--- src/hw/exec_pkg.sv ---
`default_nettype none

package exec_pkg;

    localparam int XLEN = 64;
    localparam int TAG_W = 4;

    // 5-bit operation codes with room for more
    typedef enum logic [4:0] {
        ALU_ADD    = 5'd0,
        ALU_SUB    = 5'd1,
        ALU_PASS_A = 5'd2,
        ALU_PASS_B = 5'd3,
        ALU_XOR    = 5'd4,
        ALU_OR     = 5'd5,
        ALU_AND    = 5'd6,
        ALU_SLL    = 5'd7,
        ALU_SRL    = 5'd8,
        ALU_SRA    = 5'd9,
        ALU_SLT    = 5'd10,
        ALU_SLTU   = 5'd11,
        ALU_EQ     = 5'd12,
        ALU_GE     = 5'd13,
        ALU_GEU    = 5'd14,
        ALU_MUL    = 5'd15
    } alu_op_t;

    typedef enum logic {
        SEL_A_PC  = 1'b0,
        SEL_A_RS1 = 1'b1
    } sel_a_t;

    // anything other than rs2 or csr picks the immediate
    typedef enum logic [1:0] {
        SEL_B_IMM = 2'd0,
        SEL_B_RS2 = 2'd1,
        SEL_B_CSR = 2'd2
    } sel_b_t;

    typedef struct packed {
        alu_op_t           op;
        logic [TAG_W-1:0]  tag;
        logic              word;
        logic [XLEN-1:0]   a;
        logic [XLEN-1:0]   b;
    } exec_req_t;

    typedef struct packed {
        logic [TAG_W-1:0]  tag;
        logic [XLEN-1:0]   result;
    } exec_res_t;

endpackage

`default_nettype wire

--- src/hw/stage_link.sv ---
`default_nettype none

// credit-based link between two pipeline stages
// valid is a one-cycle transfer strobe, credit a one-cycle slot return
interface stage_link #(
    parameter type payload_t = logic
);

    logic     valid;
    payload_t payload;
    logic     credit;

    // upstream side spends credits
    modport sender (
        output valid,
        output payload,
        input  credit
    );

    // downstream side hands credits back as slots free up
    modport receiver (
        input  valid,
        input  payload,
        output credit
    );

endinterface

`default_nettype wire

--- src/hw/shift_add_mul.sv ---
`default_nettype none

module shift_add_mul #(
    parameter int XLEN = 64,
    parameter int BITS_PER_CYCLE = 2
) (
    input  logic            clk,
    input  logic            rst,
    input  logic            start,
    input  logic [XLEN-1:0] a,
    input  logic [XLEN-1:0] b,
    output logic            done,
    output logic [XLEN-1:0] product
);

    localparam int STEPS = XLEN / BITS_PER_CYCLE;
    localparam int CNT_W = $clog2(STEPS + 1);

    logic [XLEN-1:0]  acc_q;
    logic [XLEN-1:0]  mcand_q;
    logic [XLEN-1:0]  mplier_q;
    logic [CNT_W-1:0] cnt_q;
    logic             busy_q;
    logic [XLEN-1:0]  src_a;
    logic [XLEN-1:0]  src_b;
    logic [XLEN-1:0]  partial;

    // sum of the multiplicand shifted by each set bit of the chunk
    function automatic logic [XLEN-1:0] chunk_sum(input logic [XLEN-1:0] m,
                                                  input logic [BITS_PER_CYCLE-1:0] bits);
        logic [XLEN-1:0] sum;
        sum = '0;
        for (int j = 0; j < BITS_PER_CYCLE; j++) begin
            if (bits[j]) begin
                sum = sum + (m << j);
            end
        end
        return sum;
    endfunction

    // the first chunk is taken straight from the inputs
    assign src_a = start ? a : mcand_q;
    assign src_b = start ? b : mplier_q;
    assign partial = chunk_sum(src_a, src_b[BITS_PER_CYCLE-1:0]);
    assign product = acc_q;

    always_ff @(posedge clk) begin
        if (start || busy_q) begin
            acc_q <= start ? partial : acc_q + partial;
            mcand_q <= src_a << BITS_PER_CYCLE;
            mplier_q <= src_b >> BITS_PER_CYCLE;
        end
    end

    always_ff @(posedge clk) begin
        if (rst) begin
            cnt_q <= '0;
            busy_q <= 1'b0;
            done <= 1'b0;
        end else begin
            done <= 1'b0;
            if (start) begin
                cnt_q <= CNT_W'(STEPS - 1);
                busy_q <= (STEPS > 1);
                done <= (STEPS == 1);
            end else if (busy_q) begin
                cnt_q <= cnt_q - 1'b1;
                // last chunk lands on this edge
                if (cnt_q == CNT_W'(1)) begin
                    busy_q <= 1'b0;
                    done <= 1'b1;
                end
            end
        end
    end

endmodule

`default_nettype wire

--- src/hw/operand_select.sv ---
`default_nettype none

module operand_select #(
    parameter int IN_DEPTH = 2
) (
    input  logic                          clk,
    input  logic                          rst,
    input  logic                          in_valid,
    input  exec_pkg::alu_op_t             in_op,
    input  logic [exec_pkg::TAG_W-1:0]    in_tag,
    input  logic                          in_word,
    input  exec_pkg::sel_a_t              in_sel_a,
    input  exec_pkg::sel_b_t              in_sel_b,
    input  logic [exec_pkg::XLEN-1:0]     in_pc,
    input  logic [exec_pkg::XLEN-1:0]     in_rs1,
    input  logic [exec_pkg::XLEN-1:0]     in_rs2,
    input  logic [exec_pkg::XLEN-1:0]     in_csr,
    input  logic [exec_pkg::XLEN-1:0]     in_imm,
    output logic                          in_credit,
    stage_link.sender                     req
);

    localparam int XLEN = exec_pkg::XLEN;
    localparam int PTR_W = (IN_DEPTH > 1) ? $clog2(IN_DEPTH) : 1;
    localparam int CNT_W = $clog2(IN_DEPTH + 1);
    // alu_core holds a single request
    localparam int ALU_CREDITS = 1;
    localparam int CR_W = $clog2(ALU_CREDITS + 1);

    typedef struct packed {
        exec_pkg::alu_op_t          op;
        logic [exec_pkg::TAG_W-1:0] tag;
        logic                       word;
        exec_pkg::sel_a_t           sel_a;
        exec_pkg::sel_b_t           sel_b;
        logic [XLEN-1:0]            pc;
        logic [XLEN-1:0]            rs1;
        logic [XLEN-1:0]            rs2;
        logic [XLEN-1:0]            csr;
        logic [XLEN-1:0]            imm;
    } raw_req_t;

    raw_req_t             queue_q [IN_DEPTH];
    raw_req_t             head;
    logic [PTR_W-1:0]     wr_ptr_q;
    logic [PTR_W-1:0]     rd_ptr_q;
    logic [CNT_W-1:0]     count_q;
    logic [CR_W-1:0]      credit_q;
    logic                 in_credit_q;
    logic                 send;
    logic [XLEN-1:0]      rs1_eff;
    exec_pkg::exec_req_t  fwd;

    assign head = queue_q[rd_ptr_q];
    assign send = (count_q != '0) && (credit_q != '0);

    // operands are formed at the head, just before forwarding
    always_comb begin
        rs1_eff = head.word ? {{(XLEN-32){1'b0}}, head.rs1[31:0]} : head.rs1;
        fwd.op = head.op;
        fwd.tag = head.tag;
        fwd.word = head.word;
        fwd.a = (head.sel_a == exec_pkg::SEL_A_RS1) ? rs1_eff : head.pc;
        case (head.sel_b)
            exec_pkg::SEL_B_RS2: fwd.b = head.rs2;
            exec_pkg::SEL_B_CSR: fwd.b = head.csr;
            default:             fwd.b = head.imm;
        endcase
    end

    assign req.valid = send;
    assign req.payload = fwd;
    assign in_credit = in_credit_q;

    always_ff @(posedge clk) begin
        if (in_valid) begin
            queue_q[wr_ptr_q] <= '{op: in_op, tag: in_tag, word: in_word,
                                   sel_a: in_sel_a, sel_b: in_sel_b, pc: in_pc,
                                   rs1: in_rs1, rs2: in_rs2, csr: in_csr, imm: in_imm};
        end
    end

    always_ff @(posedge clk) begin
        if (rst) begin
            wr_ptr_q <= '0;
            rd_ptr_q <= '0;
            count_q <= '0;
            credit_q <= CR_W'(ALU_CREDITS);
            in_credit_q <= 1'b0;
        end else begin
            in_credit_q <= send;
            if (in_valid) begin
                wr_ptr_q <= (wr_ptr_q == PTR_W'(IN_DEPTH - 1)) ? '0 : wr_ptr_q + 1'b1;
            end
            if (send) begin
                rd_ptr_q <= (rd_ptr_q == PTR_W'(IN_DEPTH - 1)) ? '0 : rd_ptr_q + 1'b1;
            end
            case ({in_valid, send})
                2'b10:   count_q <= count_q + 1'b1;
                2'b01:   count_q <= count_q - 1'b1;
                default: count_q <= count_q;
            endcase
            case ({send, req.credit})
                2'b10:   credit_q <= credit_q - 1'b1;
                2'b01:   credit_q <= credit_q + 1'b1;
                default: credit_q <= credit_q;
            endcase
        end
    end

endmodule

`default_nettype wire

--- src/hw/alu_core.sv ---
`default_nettype none

module alu_core #(
    parameter int OUT_DEPTH = 4,
    parameter int BITS_PER_CYCLE = 2
) (
    input  logic        clk,
    input  logic        rst,
    stage_link.receiver req,
    stage_link.sender   res
);

    localparam int XLEN = exec_pkg::XLEN;
    localparam int CR_W = $clog2(OUT_DEPTH + 1);

    typedef enum logic [1:0] {
        S_IDLE,
        S_MUL,
        S_HOLD
    } state_t;

    state_t                      state_q;
    logic [CR_W-1:0]             credit_q;
    logic [exec_pkg::TAG_W-1:0]  tag_q;
    exec_pkg::exec_res_t         result_q;
    logic                        res_valid_q;
    logic                        req_credit_q;
    logic                        accept;
    logic                        is_mul;
    logic                        mul_start;
    logic                        mul_done;
    logic [XLEN-1:0]             mul_product;
    logic [XLEN-1:0]             op_a;
    logic [XLEN-1:0]             op_b;
    logic [5:0]                  shamt;
    logic [XLEN-1:0]             alu_value;
    logic                        emit;

    assign op_a = req.payload.a;
    assign op_b = req.payload.b;
    assign shamt = op_b[5:0];
    assign is_mul = (req.payload.op == exec_pkg::ALU_MUL);
    assign accept = req.valid && (state_q == S_IDLE);
    // multiplier sees the operands in the accept cycle itself
    assign mul_start = accept && is_mul;

    shift_add_mul #(
        .XLEN(XLEN),
        .BITS_PER_CYCLE(BITS_PER_CYCLE)
    ) mul_inst (
        .clk(clk),
        .rst(rst),
        .start(mul_start),
        .a(op_a),
        .b(op_b),
        .done(mul_done),
        .product(mul_product)
    );

    always_comb begin
        case (req.payload.op)
            exec_pkg::ALU_ADD:    alu_value = op_a + op_b;
            exec_pkg::ALU_SUB:    alu_value = op_a - op_b;
            exec_pkg::ALU_PASS_A: alu_value = op_a;
            exec_pkg::ALU_PASS_B: alu_value = op_b;
            exec_pkg::ALU_XOR:    alu_value = op_a ^ op_b;
            exec_pkg::ALU_OR:     alu_value = op_a | op_b;
            exec_pkg::ALU_AND:    alu_value = op_a & op_b;
            exec_pkg::ALU_SLL:    alu_value = op_a << shamt;
            exec_pkg::ALU_SRL:    alu_value = op_a >> shamt;
            // word form shifts the low half arithmetically and zeroes the upper half
            exec_pkg::ALU_SRA: begin
                if (req.payload.word) begin
                    alu_value = {{(XLEN-32){1'b0}}, 32'($signed(op_a[31:0]) >>> shamt)};
                end else begin
                    alu_value = $signed(op_a) >>> shamt;
                end
            end
            exec_pkg::ALU_SLT:    alu_value = XLEN'($signed(op_a) < $signed(op_b));
            exec_pkg::ALU_SLTU:   alu_value = XLEN'(op_a < op_b);
            exec_pkg::ALU_EQ:     alu_value = XLEN'(op_a == op_b);
            exec_pkg::ALU_GE:     alu_value = XLEN'($signed(op_a) >= $signed(op_b));
            exec_pkg::ALU_GEU:    alu_value = XLEN'(op_a >= op_b);
            default:              alu_value = '0;
        endcase
    end

    // a result leaves only with a downstream credit in hand
    always_comb begin
        emit = 1'b0;
        if (credit_q != '0) begin
            case (state_q)
                S_IDLE:  emit = accept && !is_mul;
                S_MUL:   emit = mul_done;
                S_HOLD:  emit = 1'b1;
                default: emit = 1'b0;
            endcase
        end
    end

    assign res.valid = res_valid_q;
    assign res.payload = result_q;
    assign req.credit = req_credit_q;

    always_ff @(posedge clk) begin
        if (accept) begin
            tag_q <= req.payload.tag;
        end
        if (accept && !is_mul) begin
            result_q <= '{tag: req.payload.tag, result: alu_value};
        end else if (state_q == S_MUL && mul_done) begin
            result_q <= '{tag: tag_q, result: mul_product};
        end
    end

    always_ff @(posedge clk) begin
        if (rst) begin
            state_q <= S_IDLE;
            credit_q <= CR_W'(OUT_DEPTH);
            res_valid_q <= 1'b0;
            req_credit_q <= 1'b0;
        end else begin
            res_valid_q <= emit;
            // upstream slot frees once the result is gone
            req_credit_q <= emit;
            case ({emit, res.credit})
                2'b10:   credit_q <= credit_q - 1'b1;
                2'b01:   credit_q <= credit_q + 1'b1;
                default: credit_q <= credit_q;
            endcase
            case (state_q)
                S_IDLE: begin
                    if (accept && is_mul) begin
                        state_q <= S_MUL;
                    end else if (accept && !emit) begin
                        state_q <= S_HOLD;
                    end
                end
                S_MUL: begin
                    if (mul_done) begin
                        state_q <= emit ? S_IDLE : S_HOLD;
                    end
                end
                S_HOLD: begin
                    if (emit) begin
                        state_q <= S_IDLE;
                    end
                end
                default: state_q <= S_IDLE;
            endcase
        end
    end

endmodule

`default_nettype wire

--- src/hw/result_fifo.sv ---
`default_nettype none

module result_fifo #(
    parameter int OUT_DEPTH = 4,
    parameter int CONSUMER_CREDITS = 2
) (
    input  logic                       clk,
    input  logic                       rst,
    stage_link.receiver                res,
    output logic                       out_valid,
    output logic [exec_pkg::TAG_W-1:0] out_tag,
    output logic [exec_pkg::XLEN-1:0]  out_result,
    input  logic                       out_credit
);

    localparam int PTR_W = (OUT_DEPTH > 1) ? $clog2(OUT_DEPTH) : 1;
    localparam int CNT_W = $clog2(OUT_DEPTH + 1);
    localparam int CR_W = $clog2(CONSUMER_CREDITS + 1);

    exec_pkg::exec_res_t mem_q [OUT_DEPTH];
    logic [PTR_W-1:0]    wr_ptr_q;
    logic [PTR_W-1:0]    rd_ptr_q;
    logic [CNT_W-1:0]    count_q;
    logic [CR_W-1:0]     cons_credit_q;
    logic                res_credit_q;
    logic                pop;

    // head goes out whenever the consumer has room
    assign pop = (count_q != '0) && (cons_credit_q != '0);
    assign out_valid = pop;
    assign out_tag = mem_q[rd_ptr_q].tag;
    assign out_result = mem_q[rd_ptr_q].result;
    assign res.credit = res_credit_q;

    always_ff @(posedge clk) begin
        if (res.valid) begin
            mem_q[wr_ptr_q] <= res.payload;
        end
    end

    always_ff @(posedge clk) begin
        if (rst) begin
            wr_ptr_q <= '0;
            rd_ptr_q <= '0;
            count_q <= '0;
            cons_credit_q <= CR_W'(CONSUMER_CREDITS);
            res_credit_q <= 1'b0;
        end else begin
            res_credit_q <= pop;
            if (res.valid) begin
                wr_ptr_q <= (wr_ptr_q == PTR_W'(OUT_DEPTH - 1)) ? '0 : wr_ptr_q + 1'b1;
            end
            if (pop) begin
                rd_ptr_q <= (rd_ptr_q == PTR_W'(OUT_DEPTH - 1)) ? '0 : rd_ptr_q + 1'b1;
            end
            case ({res.valid, pop})
                2'b10:   count_q <= count_q + 1'b1;
                2'b01:   count_q <= count_q - 1'b1;
                default: count_q <= count_q;
            endcase
            case ({pop, out_credit})
                2'b10:   cons_credit_q <= cons_credit_q - 1'b1;
                2'b01:   cons_credit_q <= cons_credit_q + 1'b1;
                default: cons_credit_q <= cons_credit_q;
            endcase
        end
    end

endmodule

`default_nettype wire

--- src/hw/exec_unit.sv ---
`default_nettype none

module exec_unit #(
    parameter int IN_DEPTH = 2,
    parameter int OUT_DEPTH = 4,
    parameter int CONSUMER_CREDITS = 2,
    parameter int BITS_PER_CYCLE = 2
) (
    input  logic                       clk,
    input  logic                       rst,
    input  logic                       in_valid,
    input  exec_pkg::alu_op_t          in_op,
    input  logic [exec_pkg::TAG_W-1:0] in_tag,
    input  logic                       in_word,
    input  exec_pkg::sel_a_t           in_sel_a,
    input  exec_pkg::sel_b_t           in_sel_b,
    input  logic [exec_pkg::XLEN-1:0]  in_pc,
    input  logic [exec_pkg::XLEN-1:0]  in_rs1,
    input  logic [exec_pkg::XLEN-1:0]  in_rs2,
    input  logic [exec_pkg::XLEN-1:0]  in_csr,
    input  logic [exec_pkg::XLEN-1:0]  in_imm,
    output logic                       in_credit,
    output logic                       out_valid,
    output logic [exec_pkg::TAG_W-1:0] out_tag,
    output logic [exec_pkg::XLEN-1:0]  out_result,
    input  logic                       out_credit
);

    // stage 1 to stage 2, and stage 2 to stage 3
    stage_link #(.payload_t(exec_pkg::exec_req_t)) req_link ();
    stage_link #(.payload_t(exec_pkg::exec_res_t)) res_link ();

    operand_select #(
        .IN_DEPTH(IN_DEPTH)
    ) operand_select_inst (
        .clk(clk),
        .rst(rst),
        .in_valid(in_valid),
        .in_op(in_op),
        .in_tag(in_tag),
        .in_word(in_word),
        .in_sel_a(in_sel_a),
        .in_sel_b(in_sel_b),
        .in_pc(in_pc),
        .in_rs1(in_rs1),
        .in_rs2(in_rs2),
        .in_csr(in_csr),
        .in_imm(in_imm),
        .in_credit(in_credit),
        .req(req_link.sender)
    );

    // initial credit toward the FIFO equals its depth
    alu_core #(
        .OUT_DEPTH(OUT_DEPTH),
        .BITS_PER_CYCLE(BITS_PER_CYCLE)
    ) alu_core_inst (
        .clk(clk),
        .rst(rst),
        .req(req_link.receiver),
        .res(res_link.sender)
    );

    result_fifo #(
        .OUT_DEPTH(OUT_DEPTH),
        .CONSUMER_CREDITS(CONSUMER_CREDITS)
    ) result_fifo_inst (
        .clk(clk),
        .rst(rst),
        .res(res_link.receiver),
        .out_valid(out_valid),
        .out_tag(out_tag),
        .out_result(out_result),
        .out_credit(out_credit)
    );

endmodule

`default_nettype wire

--- config.mk ---
export PLATFORM = sky130hd
export DESIGN_NAME = exec_unit
export DESIGN_NICKNAME = d
export VERILOG_FILES = /design/src/hw/exec_pkg.sv /design/src/hw/stage_link.sv /design/src/hw/shift_add_mul.sv /design/src/hw/operand_select.sv /design/src/hw/alu_core.sv /design/src/hw/result_fifo.sv /design/src/hw/exec_unit.sv
export SDC_FILE = /design/constraint.sdc
export NUM_CORES = 2
export LEC_CHECK = 0
export BUFFER_PORTS_ARGS = -buffer_cell sky130_fd_sc_hd__buf_2
export CORE_MARGIN = 1
export CORE_UTILIZATION = 25
export CTS_CLUSTER_DIAMETER = 200
export DETAILED_ROUTE_END_ITERATION = 8
export GPL_TIMING_DRIVEN = 0
export PLACE_DENSITY_LB_ADDON = 0.25
export SLEW_MARGIN = 20
export SYNTH_ARGS = -nofsm -noshare
export SYNTH_HDL_FRONTEND = slang
export SYNTH_SLANG_ARGS = --single-unit
export TNS_END_PERCENT = 100
--- constraint.sdc ---
create_clock -name clk -period 23.3 [get_ports clk]
set_input_delay 2.33 -clock clk [delete_from_list [all_inputs] [get_ports clk]]
set_output_delay 2.33 -clock clk [all_outputs]
set_load 0.03 [all_outputs]
==> flow_summary.yaml <==
clock_network:
  cts_sinks: 1231
  htree_num_levels: 4
  clkLatencyLatePin_ns: 0.92
  cts-hold-fix-buffers: 0
  numCtsBuffers: 150
  clockBufferDepth: 4
  cts_resized: 0
  cts_root_buf: "clkbuf_16"
  post-cts-setup-buffers: 0
  cts_tree: "built"
  cts.clk_slew.worst_paths_ns: 0.06
placed_design:
  place_congestion: 1.10
  post-dp-hpwl_mm: 392
  numPortBuffers: 406
  placed_cells: 12300
layout:
  nets: 8950
  finish.utilization_pct: 29.7
  final-instance-count-excl-fill: 12600
  multi_input_comb_area_um2: 38400
  seqCellArea_um2: 36600
  layout-drive-gt1-share_pct: 15.8
  area_growth_pct: 17.8
  nFillCells: 32400
worst_setup_path:
  crit_fanout: 11
  timing.critical_path.arrival_ns: 19.59
  worstPathBufferInverterCount: 21
  crit_required_ns: 24.02
  slowest_stage: "clkbuf_1"
  crit_top_cell: "buf_2"
  path_class: "flop to flop"
  startpoint_type: "flop"
  critical_path.top_delay_family: "buffers and inverters"
  worst_setup_path_end_kind: "flop"
  max_stage_delay_ns: 0.83
flow_run:
  maxCapViolCount: 0
synthesis:
  synthAdderAreaFrac_pct: 5.10
  synth_edf_count: 1198
  synth_top_area_share_pct: 46.2
  synth_compound_area_share_pct: 21.0
  synth_top_family_by_area: "compound AO/OA/AOI/OAI gates"
  synthTopCellsByArea: "edfxtp_1 (46%), ha_1 (5.0%), mux2i_1 (4.2%), a21oi_1 (4.2%), o21ai_0 (4.0%)"
  synth-xor-area-share_pct: 1.98
  syn-instance-count: 7668
  ys_warn_count: 0
  synth_seq_cells: 1231
  async_flop_share_pct: 0
  synth_area_per_cell_um2: 10.2
  syn_area_um2: 77900
  synth_mux_area_share_pct: 9.08
  yosys.area_share.simple_pct: 11.5
  synth_cell_type_count: 120
  seq_area_frac_synth_pct: 47.0
  syn-num-nets: 8320
  synthFlopType: "edfxtp_1"
  yosys.area.top_type: "edfxtp_1"
floorplanning:
  std_cell_rows: 204
  start_util_pct: 25.2
  dieHeight_um: 560
  dieArea_um2: 314000
  die_w_um: 560
  core_area_um2: 310000
  pin_count: 407
timing:
  slew_violations: 0
  clock.fmax_mhz: 53.0
  finClkSkew_ns: 0.114
  finalCritPeriodShare_pct: 81.0
  max_slew_margin_pct: 7.50
  rsz0062_at_grt: "no"
  fin_crit_ns: 18.87
  hold_viol_final: 0
  setup_viol: 0
  worst_pin_slew_ns: 1.39
  fin_tns_setup_ns: 0
drt:
  post_drt_wl_per_cell_um: 38.5
  firstDrtPassIters: 7
  drt_wl_total_mm: 483
  antenna_left: 0
  drcViolationCount: 0
  drtIter0Drc: 10500
  vias_per_cell: 5.84
  num_vias: 73300
grt:
  antenna_found_initial: 66
  grt_pass1_vias: 68900
  overflow: 0
  grt_use_total_pct: 29.6
  grt_max_degree: 54
  grt_pass1_wl_mm: 633
outcome:
  outcome: "finished, final reports clean"
worst_hold_path:
  worstHoldPathType: "flop to flop"
[layout by cell type (no fill, tap or decap), drive strengths merged, types with 66 or more instances in the layout]
cell type and count:
a31oi 66, a21oi 670, a21o 128, mux2 190
o211ai 109, buf 711, a22oi 74, xnor2 113
ha 310, o21ai 656, a221oi 123, nand2 734
clkbuf 491, nor2 635, nand3 155, o22ai 92
a211oi 117, edfxtp 1198, mux4 69, nor3 152
mux2i 334, inv 282
[metrics by stage]
step | setup slack, ns | hold WS, ns | instance area (um2)
detailed placement | 5.03 | 0.482 | 86900
global route | 4.15 | 0.506 | 91800
finish | 4.43 | 0.490 | 91900
CTS | 4.96 | 0.495 | 91700
floorplan | 5.93 | 0.454 | 77900
global placement | -4.85 | 0.465 | 85100
[cells in the mapped netlist (30+ instances only)]
cell and n:
edfxtp_1 1198, nand2_1 733, a21oi_1 657, nor2_1 631, o21ai_0 619, mux2i_1 329, ha_1 310, clkbuf_1 296
inv_1 247, mux2_2 184, nand3_1 155, nor3_1 149, buf_2 140, a21o_1 127, a221oi_1 123, a211oi_1 114
xnor2_1 113, o211ai_1 109, o22ai_1 89, a22oi_1 73, buf_1 69, mux4_2 69, a31oi_1 66, xor2_1 63
o21bai_1 62, and2_1 55, nand4_1 51, nand2b_1 42, o221ai_1 42, or3_1 35, o22a_1 34, dfxtp_1 33
o21ai_1 32, a221o_1 31, and3_1 30
[state kept, by name (all words and copies together) (netlist names), 2 cells and up, named ones only]
name and cells:
alu_core_inst.mul_inst.mcand_q 62, result_fifo_inst.mem_q 272, result_fifo_inst.wr_ptr_q 2, result_fifo_inst.rd_ptr_q 2, operand_select_inst.count_q 2, result_fifo_inst.cons_credit_q 2
alu_core_inst.state_q 2, result_fifo_inst.count_q 3, alu_core_inst.mul_inst.mplier_q 62, alu_core_inst.res.payload 68, alu_core_inst.mul_inst.product 64, operand_select_inst.queue_q 666
alu_core_inst.tag_q 4, alu_core_inst.mul_inst.cnt_q 6, alu_core_inst.credit_q 3
[logic make-up after synthesis]
kind of cell    after synthesis
compound gates             2531
xor+xnor                    176
fa+ha+maj                   315
buf+inv                     810
flops                      1231
mux                         593
simple gates               2012
[routing by layer]
metal	GRT usage [%]	up-vias	wire length, um
li1	-	30500	-
met1	40.9	37400	211000
met2	42.3	4494	197000
met3	7.83	884	47400
met4	15.1	40	28500
met5	0	-	229
[cell type report]
| type | count | share of cell area [%] |
|---|---|---|
| repair buffers | 478 | 3.69 |
| well taps | 4120 | 5.61 |
| diodes | 31 | 0.0845 |
| clock inverters | 71 | 0.866 |
| flip-flops and latches | 1231 | 39.9 |
| inverters | 278 | 1.14 |
| plain buffers | 532 | 2.57 |
| multi-input cells | 5627 | 41.8 |
| clock buffers | 192 | 4.38 |
[final timing paths]
kind                                                    start                            endpoint  slack [ns]  cells after the start
worst max-delay path                                     flop  alu_core_inst.mul_inst.product[63]        4.43                     53
worst min-delay path            alu_core_inst.res.payload[16]       result_fifo_inst.mem_q[3][16]        0.49                      0
worst max register to register                           flop  alu_core_inst.mul_inst.product[63]        4.43                     53
worst min register to register  alu_core_inst.res.payload[16]       result_fifo_inst.mem_q[3][16]        0.49                      0
Power is not shown: default switching activity piles up to over one toggle a cycle in this logic, so the estimate is an artifact.
